<file path="config.mk">
export PLATFORM = sky130hd
export DESIGN_NAME = video_fetch
export DESIGN_NICKNAME = d
export VERILOG_FILES = /design/src/source/video_pkg.sv /design/src/source/video_fetch.sv
export VERILOG_INCLUDE_DIRS = /design/src /design/src/source
export SDC_FILE = /design/constraint.sdc
export NUM_CORES = 1
export LEC_CHECK = 0
export BUFFER_PORTS_ARGS = -buffer_cell sky130_fd_sc_hd__buf_2
export CAP_MARGIN = 15
export CORE_MARGIN = 8
export CORE_UTILIZATION = 40
export DETAILED_ROUTE_END_ITERATION = 10
export PLACE_DENSITY = 0.78
export SLEW_MARGIN = 20
export SYNTH_ARGS = -nofsm -noshare
export SYNTH_HDL_FRONTEND = slang
export SYNTH_SLANG_ARGS = --single-unit
</file>
<file path="constraint.sdc">
create_clock -name clk -period 2.5 [get_ports clk]
set_clock_uncertainty 0.1 [all_clocks]
set_input_delay 0.25 -clock clk [delete_from_list [all_inputs] [get_ports clk]]
set_output_delay 0.25 -clock clk [all_outputs]
set_load 0.005 [all_outputs]
</file>
<file path="src/source/video_config.svh">
/*
 * build constants for the mono high-res video path
 * 640x400 active at 72 Hz plus the centred OSD window
 * include wherever frame geometry or reset values are needed
 */
`ifndef VIDEO_CONFIG_SVH
`define VIDEO_CONFIG_SVH

// read prefetch ahead of display, in pixel clocks
`define VIDEO_H_PRE 16

// active area
`define VIDEO_H_ACT 640
`define VIDEO_V_ACT 400

// horizontal blanking, total 832
`define VIDEO_H_FP 24
`define VIDEO_H_SYNC 40
`define VIDEO_H_BP 128

// vertical blanking, total 531 lines
`define VIDEO_V_FP 55
`define VIDEO_V_SYNC 3
`define VIDEO_V_BP 73

// screen base after reset, word address
`define VIDEO_BASE_RESET 23'h008000

// osd window size in pixels
// height counts doubled lines
`define OSD_WIDTH 256
`define OSD_HEIGHT 128

`endif

</file>
<file path="src/source/video_pkg.sv">
/*
 * vector types shared by the video controller blocks
 * import into a module body, use scoped names in port lists
 */
package video_pkg;

	// horizontal or vertical position
	typedef logic [9:0] pix_cnt_t;

	// video word address into st ram
	typedef logic [22:0] vid_addr_t;

	// memory word, also cpu register data
	typedef logic [15:0] vid_word_t;

	// cpu register index
	typedef logic [5:0] reg_addr_t;

	// phase within the 16 clock bus cycle
	typedef logic [3:0] bus_phase_t;

	// one colour channel to the dac
	typedef logic [5:0] rgb6_t;

	// byte address into the osd buffer
	typedef logic [10:0] osd_addr_t;

endpackage

</file>
<file path="src/source/video_fetch.sv">
/*
 * screen memory fetch and mono pixel serialiser
 * reads one word per 16 clock bus cycle, 16 clocks ahead of display,
 * memory has to answer in bus phase 3
 */
`timescale 1ns/100ps
`include "video_config.svh"

module video_fetch (
	input  logic                  clk,
	input  logic                  ss,
	input  video_pkg::bus_phase_t bus_cycle,
	input  video_pkg::pix_cnt_t   hcnt,
	input  video_pkg::pix_cnt_t   vcnt,
	input  logic                  line_end,
	input  logic                  frame_end,
	input  video_pkg::vid_addr_t  base_addr,
	input  video_pkg::vid_word_t  data,
	output video_pkg::vid_addr_t  vaddr,
	output logic                  read,
	output logic                  shift_msb
);
	import video_pkg::*;

	localparam pix_cnt_t H_ACT = `VIDEO_H_ACT;
	localparam pix_cnt_t V_ACT = `VIDEO_V_ACT;
	// memory data is valid in this phase
	localparam bus_phase_t FETCH_PHASE = 4'd3;

	logic fetch;
	logic rewind;
	vid_word_t data_latch;
	vid_word_t shifter;

	// video owns bus phases 0..3 during the active area
	assign read = (bus_cycle[3:2] == 2'b00) && (hcnt < H_ACT) && (vcnt < V_ACT);
	assign fetch = read && (bus_cycle == FETCH_PHASE);
	// back to the base once per frame, in the blank
	assign rewind = !read && line_end && frame_end;

	// reset value matches the base register reset
	always_ff @(posedge clk or posedge ss) begin
		if (ss)
			vaddr <= `VIDEO_BASE_RESET;
		else if (fetch)
			vaddr <= vaddr + vid_addr_t'(1);
		else if (rewind)
			vaddr <= base_addr;
	end

	always_ff @(posedge clk) begin
		if (fetch)
			data_latch <= data;
		// reload on the last pixel of each 16 pixel group
		if (hcnt[3:0] == 4'hf)
			shifter <= data_latch;
		else
			shifter <= {shifter[14:0], 1'b0};
	end

	// msb first, leftmost pixel
	assign shift_msb = shifter[15];

	// address moves only by stepping or by the frame rewind
	a_vaddr_step: assert property (@(posedge clk) disable iff (ss)
		!$stable(vaddr) |-> $past(fetch || rewind))
		else $error("vaddr changed outside fetch or rewind");

endmodule

</file>
Word level (Yosys, flattened, before mapping) --
Cells that the tools add are included.
Cells by class: magnitude comparators 2, mux-type cells 3, reduce and logical (&&, ||, !) cells 8, add/subtract/negate cells 1, equality and inequality tests 2
Operators by type and width (number):
- 23-bit 2-to-1 mux | 2
- 23-bit by 1-bit adder with 23-bit output, second input constant | 1
- 16-bit 2-to-1 mux | 1
- 10-bit < comparator, second input constant | 1
- 10-bit by 9-bit < comparator with 1-bit output, second input constant | 1
- 1-bit logical AND | 5
- 4-bit by 2-bit equality test with 1-bit output, second input constant | 1
- 4-bit equality test, second input constant | 1
- 2-bit zero test | 1
- 2-bit nonzero test | 1
- 1-bit zero test | 1
Word-level totals: input port bits 67, output and inout bits 25, flip-flop bits (word level) 55

Longest topological paths before layout --
Gate-level depths: netlist (run 1).
depth in word-level cells 8, gate-level depth with buffers 9

Least setup slack after synthesis (run 1) --
Ideal clock, no wire load.
kind input to register, start point in vcnt[6], end point reg vaddr[3], stages 9, data arrival time 2046 ps, library setup time 131 ps, path buffers 1, path slack 223 ps, cells stage by stage o311a_4 or3_4 inv_2 buf_6 nand3_2 inv_1 nand2_1 nand3_1 o211ai_1
Between the ends: cells in the longest elaborated chain, start to end 6, elaborated cells between the ends (all ways) 8, classes of those cells order compare (1); mux (1); reduce/logical (6)
Ends and longest elaborated chain:
- start: declaration | RTL line video_fetch.sv:14 | input video_pkg::pix_cnt_t vcnt,
- 10-bit by 9-bit < comparator with 1-bit output (*) | RTL line video_fetch.sv:36 | assign read = (bus_cycle[3:2] == 2'b00) && (hcnt < H_ACT) && (vcnt < V_ACT);
- 1-bit logical AND (*) | RTL line video_fetch.sv:36
- net read | RTL line video_fetch.sv:20 | output logic read,
- 1-bit zero test | RTL line video_fetch.sv:39 | assign rewind = !read && line_end && frame_end;
- 1-bit logical AND (2 in series) | RTL line video_fetch.sv:39
- 2-bit nonzero test (no source line)
- end signal: assignment | RTL line video_fetch.sv:44 | vaddr <= `VIDEO_BASE_RESET;
- end signal: assignment | RTL line video_fetch.sv:46 | vaddr <= vaddr + vid_addr_t'(1);
- end signal: assignment | RTL line video_fetch.sv:48 | vaddr <= base_addr;
- end: declaration | RTL line video_fetch.sv:19 | output video_pkg::vid_addr_t vaddr,
Mark *: on every way through the listed nets, which the timed path passes. The rest lies on a longest branch. A chain may end at the register's enable or synchronous reset.

Worst setup path in the final report (run 1) --
start point reg vaddr[0], end point reg vaddr[22]
Between the ends: cells in the longest elaborated chain, start to end 2
Ends and longest elaborated chain:
- 23-bit by 1-bit adder with 23-bit output | RTL line video_fetch.sv:46
- 23-bit 2-to-1 mux | RTL line video_fetch.sv:45 | else if (fetch)
No other way between the ends.

==> results of run 1 <==
## stage by stage
| step | utilization (%) | instance area [sq um] | total power [mW] |
|---|---|---|---|
| floorplan | - | 2450 | 1.23 |
| global placement | 50.3 | 2980 | 1.37 |
| detailed placement | 50.3 | 2980 | 1.38 |
| CTS | 54.0 | 3200 | 1.91 |
| global route | 54.4 | 3220 | 2.00 |
| finish | 54.4 | 3220 | 1.89 |
## flip-flops by register name (all words and copies together), names as in the netlist
register and flops:
data_latch 16, vaddr 23, shifter 16
## critical path, delay by kind of cell (launching register included)
kind	cells	cell delay, ns
AOI/OAI and AO/OA	2	0.31
adders and majority gates	1	0.22
DFF	1	0.45
and+or+nand+nor	3	0.91
## final cells by class
cell class / instances / area (sq um)
well taps: 75 / 93.8
clock inverters: 2 / 17.5
inverters: 6 / 22.5
clock buffers: 6 / 72.6
fillers: 519 / 2700
flip-flops and latches: 55 / 1380
multi-input cells: 154 / 1010
repair buffers: 104 / 621
## what timing repair did
action | in CTS | in global routing
endpoints found under the hold margin | 13 | 2
endpoints found under the setup margin | 0 | 0
hold buffers | 13 | 2
buffers inserted | 0 | 0
## cell usage after synthesis, drive strengths merged, types with 2 or more instances
cell type and number:
nand2 27, dfrtp 22, nand3 21, dfxtp 16, edfxtp 16, mux2 15
nor2 15, o211ai 10, nand4 8, or3 8, inv 6, a211oi 5
clkbuf 4, nor4 4, a21oi 3, a22oi 3, and2 3, and3 3
buf 3, nor3 3, o21ai 3, and4 2, o31ai 2, or2 2
## kinds of logic (layout without fill, tap and decap cells)
kind of cell | after synthesis | after routing | synth area share (%)
muxes | 15 | 15 | 6.89
adders and majority gates | 1 | 1 | 0.511
DFF | 55 | 55 | 56.2
AOI/OAI and AO/OA | 36 | 36 | 11.3
buffers and inverters | 13 | 118 | 2.40
and+or+nand+nor | 100 | 100 | 22.0
xor gates and xnor gates | 2 | 2 | 0.715
## cells in the final DEF, fill, tap and decap left out, types with 2 or more instances in the layout
cell and n:
a22oi_1 3, or2_2 2, nand3_2 2, and4_1 2, mux2_2 15, dlygate4sd3_1 15, nor4_1 3, nand4_1 8
o21ai_0 3, nand2_1 27, nand3_1 19, nor2_1 14, a211oi_1 5, inv_1 5, a21oi_1 3, nor3_1 2
clkinv_4 2, dfxtp_1 16, and3_1 3, clkbuf_8 5, buf_4 4, o211ai_1 10, edfxtp_1 16, or3_1 7
and2_1 3, buf_2 84, dfrtp_1 22
## layer usage
metal | track usage [%] | vias to the layer above | wire length [microns]
met4 | 3.17 | 0 | 47
met5 | 0 | - | 0
met2 | 23.2 | 72 | 2950
met1 | 18.7 | 988 | 2900
li1 | - | 1034 | -
met3 | 5.36 | 6 | 484
## power groups by stage
stage / clock [mW] / sequential, mW / combinational, mW
2_1_floorplan: 0 / 1.09 / 0.141
3_3_place_gp: 0 / 1.10 / 0.276
3_5_place_dp: 0 / 1.10 / 0.284
4_1_cts: 0.524 / 1.08 / 0.302
5_1_grt: 0.568 / 1.10 / 0.337
6_report: 0.506 / 1.08 / 0.300
## final timing paths
path / start / to / slack (ns) / cells past startpoint
setup reg to reg: vaddr[0] / vaddr[22] / 0.40 / 6
min in group clk: data[11] / data_latch[11] / 0.02 / 1
max in group asynchronous: ss / vaddr[0] / 1.75 / 2
hold / removal: ss / vaddr[6] / 0.003 / 2
setup / recovery: vaddr[0] / vaddr[22] / 0.40 / 6
hold reg to reg: shifter[9] / shifter[10] / 0.36 / 1
==> impl_results.html, run 1 <==
<table>
<tr><th>Metric</th><th>Value</th></tr>
<tr><th colspan="2">Power and ir drop</th></tr>
<tr><td>Max VDD drop</td><td>approximately 0.00036 V</td></tr>
<tr><td>Switch share</td><td>around 28%</td></tr>
<tr><td>Total internal power</td><td>roughly 1.4 mW</td></tr>
<tr><td>Net switching power figure</td><td>roughly 0.52 mW</td></tr>
<tr><td>Part of the power in combinational logic</td><td>roughly 16%</td></tr>
<tr><td>Static leakage</td><td>1.39 nW</td></tr>
<tr><td>Power density normalized to cell area</td><td>between 500 and 600 nW/um^2</td></tr>
<tr><td>Share of total power in sequential cells</td><td>a little under three fifths</td></tr>
<tr><td>Clock power frac</td><td>between 20% and 30%</td></tr>
<tr><th colspan="2">Synthesis</th></tr>
<tr><td>Mapped cell area</td><td>about 2400 sq um</td></tr>
<tr><td>Yosys warning total</td><td>0</td></tr>
<tr><td>Synth top area cells</td><td>dfrtp_1 (22%), edfxtp_1 (20%), dfxtp_1 (13%)</td></tr>
<tr><td>Most frequently used flop master after synthesis</td><td>dfrtp_1</td></tr>
<tr><td>Post-Syn Area per Cell</td><td>between 10 and 15 sq um</td></tr>
<tr><td>Largest area contributor in the synthesized netlist</td><td>dfrtp_1</td></tr>
<tr><td>Net Count, Synth</td><td>between 200 and 300</td></tr>
<tr><td>Async S/R FF share, synth</td><td>between 40% and 50%</td></tr>
<tr><td>Number of distinct library cells after synthesis</td><td>50</td></tr>
<tr><td>Top cell type's share of synthesized area</td><td>between 20% and 30%</td></tr>
<tr><td>Sequential cell area fraction in the yosys report</td><td>a little under three fifths</td></tr>
<tr><td>Number of enable-type register cells in the synthesized netlist</td><td>16</td></tr>
<tr><td>Register bit total from synthesis</td><td>55</td></tr>
<tr><td>Synthesized netlist cell count</td><td>between 200 and 250</td></tr>
<tr><th colspan="2">Detailed routing</th></tr>
<tr><td>Via total after detailed routing</td><td>2100</td></tr>
<tr><td>First DRT Iteration DRCs</td><td>73</td></tr>
<tr><td>Count of nets left with antenna violations after detail routing</td><td>0</td></tr>
<tr><td>DR DRC count</td><td>0</td></tr>
<tr><td>Vias per Instance</td><td>5.22</td></tr>
<tr><td>Detailed Routing Iterations Pass 1</td><td>4</td></tr>
<tr><td>Detailed Route WL</td><td>roughly 6.4 mm</td></tr>
<tr><td>WL/cell</td><td>about 16 microns</td></tr>
<tr><th colspan="2">Global routing</th></tr>
<tr><td>Wire length of the first global-routing pass</td><td>~10 mm</td></tr>
<tr><td>GR Util All Layers</td><td>between 10 and 15%</td></tr>
<tr><td>Maximum number of pins on one net before global-route repair</td><td>25</td></tr>
<tr><td>Total grt overflow</td><td>0</td></tr>
<tr><td>Antenna violations before repair</td><td>0</td></tr>
<tr><td>Vias in the first global route</td><td>2143</td></tr>
<tr><th colspan="2">Setup path</th></tr>
<tr><td>Kind of critical path</td><td>flip-flop to flip-flop</td></tr>
<tr><td>Critical Path, Cell by Cell</td><td>ha_1 -&gt; nand2_1 -&gt; or3_1 -&gt; nor4_4 -&gt; a41oi_1 -&gt; o31a_1</td></tr>
<tr><td>Required time worst endpoint</td><td>about 2.6 ns</td></tr>
<tr><td>Setup crit end kind</td><td>flip-flop</td></tr>
<tr><td>Crit path launch type</td><td>flip-flop</td></tr>
<tr><td>Cell type of the slowest stage on the worst timing path</td><td>or3_1</td></tr>
<tr><td>Largest fanout on the critical path</td><td>6</td></tr>
<tr><td>Arr. time, crit path</td><td>roughly 2.2 ns</td></tr>
<tr><td>Max stage delay on crit path</td><td>0.46 ns</td></tr>
<tr><th colspan="2">Timing</th></tr>
<tr><td>Final-layout worst hold slack</td><td>approximately 0.0033 ns</td></tr>
<tr><td>Max transition margin</td><td>between 30% and 40%</td></tr>
<tr><td>Least-Margin Pin Slew</td><td>~1.0 ns</td></tr>
<tr><td>Final-layout setup total negative slack</td><td>0 ns</td></tr>
<tr><td>Number of setup violations in the final report</td><td>0</td></tr>
<tr><td>Final worst path period need</td><td>2.10 ns</td></tr>
<tr><td>Final Max Tran Viols</td><td>0</td></tr>
<tr><td>Setup repair after global routing missed its margin</td><td>false</td></tr>
<tr><td>Post-route setup slack</td><td>just over 0.4 ns</td></tr>
<tr><td>Count of final hold-check violations</td><td>0</td></tr>
<tr><td>Max Clock Freq</td><td>approximately 480 MHz</td></tr>
<tr><td>Crit share post-route</td><td>between 80% and 90%</td></tr>
<tr><th colspan="2">Placed design</th></tr>
<tr><td>Cell total after placement</td><td>about 380</td></tr>
<tr><td>Post-placement setup slack</td><td>about 0.18 ns</td></tr>
<tr><td>PortBufs</td><td>84</td></tr>
<tr><td>Post-detail-place hpwl</td><td>4.62 mm</td></tr>
<tr><td>Gpl congestion</td><td>0.824</td></tr>
<tr><th colspan="2">Finish</th></tr>
<tr><td>Post-layout nets</td><td>394</td></tr>
<tr><td>Area grow syn2layout</td><td>31.4%</td></tr>
<tr><td>Share of layout cells above drive strength 1</td><td>between 30% and 40%</td></tr>
<tr><td>Final antenna diode count</td><td>0</td></tr>
<tr><td>Non-Filler Instances</td><td>between 400 and 500</td></tr>
<tr><th colspan="2">Clocking</th></tr>
<tr><td>Root buffer cell</td><td>clkbuf_8</td></tr>
<tr><td>Buffer depth of the longest clock path</td><td>2</td></tr>
<tr><td>Count of instances resized after the clock tree is built</td><td>0</td></tr>
<tr><td>Clock tree from TritonCTS</td><td>yes</td></tr>
<tr><td>H-tree levels</td><td>2</td></tr>
<tr><td>Number of buffers added by the clock tree synthesis step</td><td>5</td></tr>
<tr><td>Insertion delay to the later sink of the worst-skew pair</td><td>around 0.32 ns</td></tr>
<tr><td>Post-CTS clock slew at the launch and capture registers of the worst setup and hold paths</td><td>0.10 ns</td></tr>
<tr><td>Clock sink total</td><td>55</td></tr>
<tr><th colspan="2">Floorplan</th></tr>
<tr><td>Area of the die</td><td>between 8000 and 9000 sq um</td></tr>
<tr><td>Core footprint</td><td>roughly 5900 sq um</td></tr>
<tr><td>Number of top-level pins</td><td>92</td></tr>
<tr><td>Starting utilization of the core area</td><td>41.4%</td></tr>
<tr><td>Die width</td><td>~94 microns</td></tr>
<tr><td>Vert. Die Dim</td><td>94.3 microns</td></tr>
<tr><td>Row count</td><td>28</td></tr>
<tr><th colspan="2">Flow run</th></tr>
<tr><td>Total of max-cap violations</td><td>0</td></tr>
<tr><th colspan="2">Status</th></tr>
<tr><td>Status</td><td>completed</td></tr>
<tr><th colspan="2">Min path</th></tr>
<tr><td>Path type of the worst min-delay path</td><td>input port to async pin</td></tr>
</table>
Power figures use the tool's default switching activity.
==> run 2: changes to the inputs <==
- clock period: 2.5 -> 2.1 ns (I/O delays scaled with it)
==> run 2 against run 1 <==
Compared with the run above:
- via count is 3.4% higher
- largest power group unchanged
- sequential share of layout area is 2.4 points lower
- sequential cell count stayed put
- critical path type unchanged
- worst hold slack better by 0.0062 ns
- global-route usage is 0.73 points higher
- setup slack worse by 0.17 ns
- critical path depth is 1 higher
- fmax is 13% higher
- sequential power is 18% higher
- final cell count is 5.7% higher
- highest routed layer unchanged
- core utilization is 3.2 points higher
==> impl_results.html, run 2 (synthesis results as in run 1) <==
<table>
<tr><th>Metric</th><th>Value</th></tr>
<tr><th colspan="2">Placed design</th></tr>
<tr><td>Cell total after placement</td><td>roughly 400</td></tr>
<tr><td>Post-detail-place hpwl</td><td>4.94 mm</td></tr>
<tr><td>Gpl congestion</td><td>0.825</td></tr>
<tr><td>PortBufs</td><td>84</td></tr>
<tr><th colspan="2">Timing</th></tr>
<tr><td>Number of setup violations in the final report</td><td>0</td></tr>
<tr><td>Setup repair after global routing missed its margin</td><td>false</td></tr>
<tr><td>Crit share post-route</td><td>between 80% and 90%</td></tr>
<tr><td>Count of final hold-check violations</td><td>0</td></tr>
<tr><td>Max Clock Freq</td><td>~540 MHz</td></tr>
<tr><td>Max transition margin</td><td>slightly below 50%</td></tr>
<tr><td>Final-layout worst hold slack</td><td>0.00946 ns</td></tr>
<tr><td>Final-layout setup total negative slack</td><td>0 ns</td></tr>
<tr><td>Least-Margin Pin Slew</td><td>roughly 0.77 ns</td></tr>
<tr><td>Final worst path period need</td><td>about 1.9 ns</td></tr>
<tr><td>Final Max Tran Viols</td><td>0</td></tr>
<tr><th colspan="2">Clocking</th></tr>
<tr><td>Number of buffers added by the clock tree synthesis step</td><td>5</td></tr>
<tr><td>Insertion delay to the later sink of the worst-skew pair</td><td>just over 0.3 ns</td></tr>
<tr><td>H-tree levels</td><td>2</td></tr>
<tr><td>Root buffer cell</td><td>clkbuf_8</td></tr>
<tr><td>Buffer depth of the longest clock path</td><td>2</td></tr>
<tr><td>Clock sink total</td><td>55</td></tr>
<tr><td>Post-CTS Hold Fix Bufs</td><td>20</td></tr>
<tr><td>Post-CTS clock slew at the launch and capture registers of the worst setup and hold paths</td><td>approximately 0.10 ns</td></tr>
<tr><td>Clock tree from TritonCTS</td><td>yes</td></tr>
<tr><td>Count of instances resized after the clock tree is built</td><td>0</td></tr>
<tr><td>Post-CTS Setup Inserts</td><td>0</td></tr>
<tr><th colspan="2">Finish</th></tr>
<tr><td>FILL cells</td><td>between 500 and 600</td></tr>
<tr><td>Leading cell type in the layout, fill and taps excluded</td><td>buf_2</td></tr>
<tr><td>FF/Latch Area</td><td>between 1000 and 1500 sq um</td></tr>
<tr><td>Area grow syn2layout</td><td>39.1%</td></tr>
<tr><td>Most frequent cells in the layout</td><td>buf_2 (84), nand2_1 (27), buf_4 (22), dfrtp_1 (22), dlygate4sd3_1 (20)</td></tr>
<tr><td>Number of flip-flops under the largest register name</td><td>23</td></tr>
<tr><td>Register with the most flip-flops</td><td>vaddr</td></tr>
<tr><td>Multi-input combinational cell area</td><td>between 1000 and 1500 sq um</td></tr>
<tr><td>Post-layout nets</td><td>417</td></tr>
<tr><td>Final design utilization</td><td>about 58%</td></tr>
<tr><td>Non-Filler Instances</td><td>about 430</td></tr>
<tr><td>Regs by FF count</td><td>vaddr (23), data_latch (16), shifter (16)</td></tr>
<tr><td>Share of layout cells above drive strength 1</td><td>around two fifths</td></tr>
<tr><td>Final antenna diode count</td><td>0</td></tr>
<tr><th colspan="2">Power and ir drop</th></tr>
<tr><td>Power density normalized to cell area</td><td>668 nW/um^2</td></tr>
<tr><td>Max VDD drop</td><td>approximately 0.0004 V</td></tr>
<tr><td>Static leakage</td><td>between 1 and 1.5 nW</td></tr>
<tr><td>Post-layout total power</td><td>2.28 mW</td></tr>
<tr><th colspan="2">Setup path</th></tr>
<tr><td>Critical Path, Cell by Cell</td><td>ha_1 -&gt; nand2_1 -&gt; or3_1 -&gt; nor4_4 -&gt; buf_4 -&gt; a22oi_1 -&gt; o31ai_1</td></tr>
<tr><td>Max stage delay on crit path</td><td>between 0.4 and 0.5 ns</td></tr>
<tr><td>Required time worst endpoint</td><td>2.22 ns</td></tr>
<tr><td>Largest fanout on the critical path</td><td>5</td></tr>
<tr><td>Crit path launch type</td><td>flip-flop</td></tr>
<tr><td>Arr. time, crit path</td><td>approximately 2.0 ns</td></tr>
<tr><td>Cell type of the slowest stage on the worst timing path</td><td>or3_1</td></tr>
<tr><td>Kind of critical path</td><td>flip-flop to flip-flop</td></tr>
<tr><td>Cell family with the largest share of critical-path delay</td><td>simple AND/OR/NAND/NOR gates</td></tr>
<tr><td>Setup crit end kind</td><td>flip-flop</td></tr>
<tr><td>Bufs and invs on worst path</td><td>1</td></tr>
<tr><th colspan="2">Floorplan</th></tr>
<tr><td>Row count</td><td>28</td></tr>
<tr><td>Number of top-level pins</td><td>approximately 90</td></tr>
<tr><td>Core footprint</td><td>5920 sq um</td></tr>
<tr><td>Die width</td><td>around 94 microns</td></tr>
<tr><td>Vert. Die Dim</td><td>94.3 microns</td></tr>
<tr><td>Area of the die</td><td>around 8900 sq um</td></tr>
<tr><td>Starting utilization of the core area</td><td>41.4%</td></tr>
<tr><th colspan="2">Detailed routing</th></tr>
<tr><td>First DRT Iteration DRCs</td><td>between 80 and 90</td></tr>
<tr><td>Detailed Route WL</td><td>6.53 mm</td></tr>
<tr><td>Via total after detailed routing</td><td>between 2000 and 2500</td></tr>
<tr><td>DR DRC count</td><td>0</td></tr>
<tr><td>Count of nets left with antenna violations after detail routing</td><td>0</td></tr>
<tr><td>Vias per Instance</td><td>5.11</td></tr>
<tr><td>Detailed Routing Iterations Pass 1</td><td>4</td></tr>
<tr><td>WL/cell</td><td>approximately 15 microns</td></tr>
<tr><th colspan="2">Global routing</th></tr>
<tr><td>Wire length of the first global-routing pass</td><td>around 11 mm</td></tr>
<tr><td>Total grt overflow</td><td>0</td></tr>
<tr><td>Maximum number of pins on one net before global-route repair</td><td>24</td></tr>
<tr><td>GR Util All Layers</td><td>about 15%</td></tr>
<tr><td>Antenna violations before repair</td><td>0</td></tr>
<tr><td>Vias in the first global route</td><td>2283</td></tr>
<tr><th colspan="2">Flow run</th></tr>
<tr><td>Total of max-cap violations</td><td>0</td></tr>
<tr><th colspan="2">Min path</th></tr>
<tr><td>Path type of the worst min-delay path</td><td>input port to flip-flop</td></tr>
<tr><th colspan="2">Status</th></tr>
<tr><td>Status</td><td>completed</td></tr>
</table>
[run 2: metal layers]
metal  global-route usage [%]  routed length [microns]
met1                     19.2                     2950
met2                     25.6                     3160
met3                     3.92                      333
met4                     4.62                       82
met5                        0                        0
[run 2: final timing paths]
kind / start / to / slack, ns / depth (start not counted)
max: vaddr[0] / vaddr[14] / 0.24 / 7
min: base_addr[13] / vaddr[13] / 0.009 / 3
max reg2reg: vaddr[0] / vaddr[14] / 0.24 / 7
min reg2reg: shifter[7] / shifter[8] / 0.37 / 1
max in group asynchronous: ss / vaddr[15] / 1.24 / 4
min in group asynchronous: ss / vaddr[7] / 0.37 / 4
[run 2: area by class of cell]
type	instances	area share, %
clock buffers	5	2.02
clock inverters	3	0.661
inverters	6	0.771
multi-input cells	154	29.7
flip-flops and latches	55	40.4
well taps	75	2.75
repair buffers	127	23.6
[run 2: tightest hold or removal path: cells and delay by family]
family | cells | cell delay (ns)
buf+inv | 1 | 0.08
simple gates | 2 | 0.10
[run 2: power by group]
part           switching [mW]  internal, mW  total [mW]
Sequential             0.0794          1.19        1.27
Clock                   0.349         0.242       0.590
Combinational           0.188         0.225       0.413
Total                   0.616          1.66        2.28
[run 2: per-stage QoR]
| stage | setup slack (ns) | cell area (sq um) |
|---|---|---|
| 2_1_floorplan | 0.0222 | 2450 |
| 6_report | 0.238 | 3410 |
| 3_5_place_dp | 0.0348 | 3120 |
| 4_1_cts | 0.227 | 3410 |
| 5_1_grt | 0.104 | 3410 |
| 3_3_place_gp | 0.0550 | 3120 |
==> run 3: changes to the inputs <==
- CELL_PAD_IN_SITES_DETAIL_PLACEMENT: not set -> 1
- CELL_PAD_IN_SITES_GLOBAL_PLACEMENT: not set -> 1
- PLACE_DENSITY: 0.78 -> 0.95
- clock period: 2.1 -> 2.2 ns (I/O delays scaled with it)
==> run 3 against run 2 <==
Compared with the run above:
- core utilization down 0.89 points
- clock power up 2%
- worst hold slack worse by 0.00081 ns
- critical endpoint is now vaddr[20]
- first-iteration DRC count down 22%
- final cell count down 2.4%
- sequential power down 3%
==> impl_results.html, run 3 (synthesis results as in run 1) <==
<table>
<tr><th>Metric</th><th>Value</th></tr>
<tr><th colspan="2">Status</th></tr>
<tr><td>Status</td><td>completed</td></tr>
<tr><th colspan="2">Timing</th></tr>
<tr><td>Count of final hold-check violations</td><td>0</td></tr>
<tr><td>Final Max Tran Viols</td><td>0</td></tr>
<tr><td>Number of setup violations in the final report</td><td>0</td></tr>
<tr><td>Crit share post-route</td><td>a little over nine tenths</td></tr>
<tr><td>Final worst path period need</td><td>2.14 ns</td></tr>
<tr><td>Max transition margin</td><td>a little over a third</td></tr>
<tr><td>Max Clock Freq</td><td>about 470 MHz</td></tr>
<tr><td>Least-Margin Pin Slew</td><td>between 0.9 and 1 ns</td></tr>
<tr><th colspan="2">Setup path</th></tr>
<tr><td>Required time worst endpoint</td><td>between 2 and 2.5 ns</td></tr>
<tr><td>Kind of critical path</td><td>flip-flop to flip-flop</td></tr>
<tr><td>Largest fanout on the critical path</td><td>5</td></tr>
<tr><td>Reg2reg setup slack</td><td>between 0.06 and 0.07 ns</td></tr>
<tr><td>Crit path launch type</td><td>flip-flop</td></tr>
<tr><td>Setup crit end kind</td><td>flip-flop</td></tr>
<tr><td>RR Startpoint</td><td>vaddr[1]</td></tr>
<tr><td>Arr. time, crit path</td><td>approximately 2.3 ns</td></tr>
<tr><td>Critical Path Source</td><td>vaddr[1]</td></tr>
<tr><th colspan="2">Detailed routing</th></tr>
<tr><td>Detailed Routing Iterations Pass 1</td><td>4</td></tr>
<tr><td>Via total after detailed routing</td><td>around 2200</td></tr>
<tr><td>Count of nets left with antenna violations after detail routing</td><td>0</td></tr>
<tr><td>Detailed Route WL</td><td>7.50 mm</td></tr>
<tr><td>First DRT Iteration DRCs</td><td>64</td></tr>
<tr><td>WL/cell</td><td>~18 microns</td></tr>
<tr><td>Vias per Instance</td><td>between 5 and 6</td></tr>
<tr><td>DR DRC count</td><td>0</td></tr>
<tr><th colspan="2">Global routing</th></tr>
<tr><td>GR Util All Layers</td><td>about 17%</td></tr>
<tr><td>Antenna violations before repair</td><td>0</td></tr>
<tr><td>Total grt overflow</td><td>0</td></tr>
<tr><td>Maximum number of pins on one net before global-route repair</td><td>25</td></tr>
<tr><td>Wire length of the first global-routing pass</td><td>12.2 mm</td></tr>
<tr><td>Vias in the first global route</td><td>around 2500</td></tr>
<tr><th colspan="2">Clocking</th></tr>
<tr><td>Post-CTS clock slew at the launch and capture registers of the worst setup and hold paths</td><td>around 0.12 ns</td></tr>
<tr><td>Clock tree from TritonCTS</td><td>yes</td></tr>
<tr><td>Buffer depth of the longest clock path</td><td>2</td></tr>
<tr><td>Clock sink total</td><td>between 50 and 60</td></tr>
<tr><td>H-tree levels</td><td>2</td></tr>
<tr><td>Root buffer cell</td><td>clkbuf_8</td></tr>
<tr><td>Number of buffers added by the clock tree synthesis step</td><td>5</td></tr>
<tr><td>Insertion delay to the later sink of the worst-skew pair</td><td>around 0.32 ns</td></tr>
<tr><th colspan="2">Floorplan</th></tr>
<tr><td>Row count</td><td>28</td></tr>
<tr><td>Die width</td><td>roughly 94 microns</td></tr>
<tr><td>Area of the die</td><td>8880 sq um</td></tr>
<tr><td>Starting utilization of the core area</td><td>approximately 41%</td></tr>
<tr><td>Core footprint</td><td>5920 sq um</td></tr>
<tr><td>Vert. Die Dim</td><td>roughly 94 microns</td></tr>
<tr><td>Number of top-level pins</td><td>roughly 90</td></tr>
<tr><th colspan="2">Placed design</th></tr>
<tr><td>Gpl congestion</td><td>0.822</td></tr>
<tr><td>Post-detail-place hpwl</td><td>between 5 and 6 mm</td></tr>
<tr><td>PortBufs</td><td>84</td></tr>
<tr><td>Cell total after placement</td><td>roughly 390</td></tr>
<tr><td>Area after detailed placement</td><td>between 3000 and 4000 sq um</td></tr>
<tr><th colspan="2">Power and ir drop</th></tr>
<tr><td>Part of the power in combinational logic</td><td>17.1%</td></tr>
<tr><td>Post-layout total power</td><td>2.20 mW</td></tr>
<tr><td>Net switching power figure</td><td>a little over 0.6 mW</td></tr>
<tr><td>Clock power frac</td><td>27.2%</td></tr>
<tr><td>Power density normalized to cell area</td><td>656 nW/um^2</td></tr>
<tr><td>Max VDD drop</td><td>approximately 0.00046 V</td></tr>
<tr><td>Static leakage</td><td>approximately 1.4 nW</td></tr>
<tr><td>Total internal power</td><td>approximately 1.6 mW</td></tr>
<tr><td>Switch share</td><td>around 28%</td></tr>
<tr><td>Share of total power in sequential cells</td><td>55.7%</td></tr>
<tr><th colspan="2">Min path</th></tr>
<tr><td>Path type of the worst min-delay path</td><td>input port to flip-flop</td></tr>
<tr><td>Worst Hold Launch</td><td>base_addr[17]</td></tr>
<tr><th colspan="2">Flow run</th></tr>
<tr><td>Total of max-cap violations</td><td>0</td></tr>
<tr><th colspan="2">Finish</th></tr>
<tr><td>Regs by FF count</td><td>vaddr (23), data_latch (16), shifter (16)</td></tr>
<tr><td>Leading cell type in the layout, fill and taps excluded</td><td>buf_2</td></tr>
<tr><td>Final design utilization</td><td>a little under three fifths</td></tr>
<tr><td>Register with the most flip-flops</td><td>vaddr</td></tr>
<tr><td>Most frequent cells in the layout</td><td>buf_2 (84), nand2_1 (27), dfrtp_1 (21), nand3_1 (19), dlygate4sd3_1 (17)</td></tr>
<tr><td>Post-route cell area</td><td>~3400 sq um</td></tr>
<tr><td>Share of layout cells above drive strength 1</td><td>41.2%</td></tr>
<tr><td>Area grow syn2layout</td><td>37.0%</td></tr>
<tr><td>Number of flip-flops under the largest register name</td><td>23</td></tr>
<tr><td>Post-layout nets</td><td>around 400</td></tr>
<tr><td>FILL cells</td><td>around 670</td></tr>
<tr><td>Non-Filler Instances</td><td>415</td></tr>
<tr><td>Final antenna diode count</td><td>0</td></tr>
</table>
==> run 3: cell count changes in the layout (fill, tap and decap cells not counted), sizes merged <==
cell	delta
clkinv	-1
dlygate4sd3	-3
inv	+1
buf	-7
==> run 3: final cells by class <==
type	count	area, sq um	area share [%]
tap	75	93.8	2.80
timing repair buffer	117	736	21.9
clock inverter	3	26.3	0.783
sequential	55	1380	41.1
inverter	6	26.3	0.783
clock buffer	5	68.8	2.05
multi-input combinational	154	1030	30.6
==> run 3: timing repair <==
| item | CTS | global route |
|---|---|---|
| hold buffers | 17 | 0 |
| setup endpoints to repair | 0 | 3 |
| resized for setup | 0 | 4 |
| hold endpoints to repair | 38 | 0 |
| buffers inserted | 0 | 3 |
==> run 3: worst paths after layout <==
path,cells after the start,to
setup / recovery,7,vaddr[20]
hold / removal,3,vaddr[17]
setup reg to reg,7,vaddr[20]
hold reg to reg,1,shifter[10]
max in group asynchronous,4,vaddr[15]
min in group asynchronous,4,vaddr[11]
==> run 3: routing by layer <==
metal	track usage (%)	wire, microns	vias up
li1	-	-	1058
met1	19.8	3070	1075
met2	31.3	4010	54
met3	4.24	370	7
met4	3.96	50	0
met5	0	0	-
==> run 3: worst max-delay path: stages (launching register included) <==
cell and delay [ns]:
dfrtp_1 0.43, ha_2 0.22, nand2_1 0.08, or3_4 0.43, nor4_4 0.34, buf_4 0.18, nand4_1 0.08, a21boi_0 0.19
==> run 3: through the flow <==
step                setup WS (ns)  TNS [ns]  hold slack, ns
finish                     0.0610         0         0.00865
global route              -0.0330   -0.0553          0.0151
CTS                         0.130         0         0.00157
detailed placement        -0.0295   -0.0309           0.190
global placement           0.0399         0           0.183
floorplan                   0.112         0           0.121
==> run 3: power by group through the flow <==
| stage | combinational (mW) | sequential, mW | clock [mW] |
|---|---|---|---|
| 6_report | 0.376 | 1.23 | 0.599 |
| 5_1_grt | 0.420 | 1.24 | 0.658 |
| 4_1_cts | 0.382 | 1.23 | 0.619 |
| 3_5_place_dp | 0.355 | 1.25 | 0 |
| 3_3_place_gp | 0.338 | 1.24 | 0 |
| 2_1_floorplan | 0.161 | 1.23 | 0 |
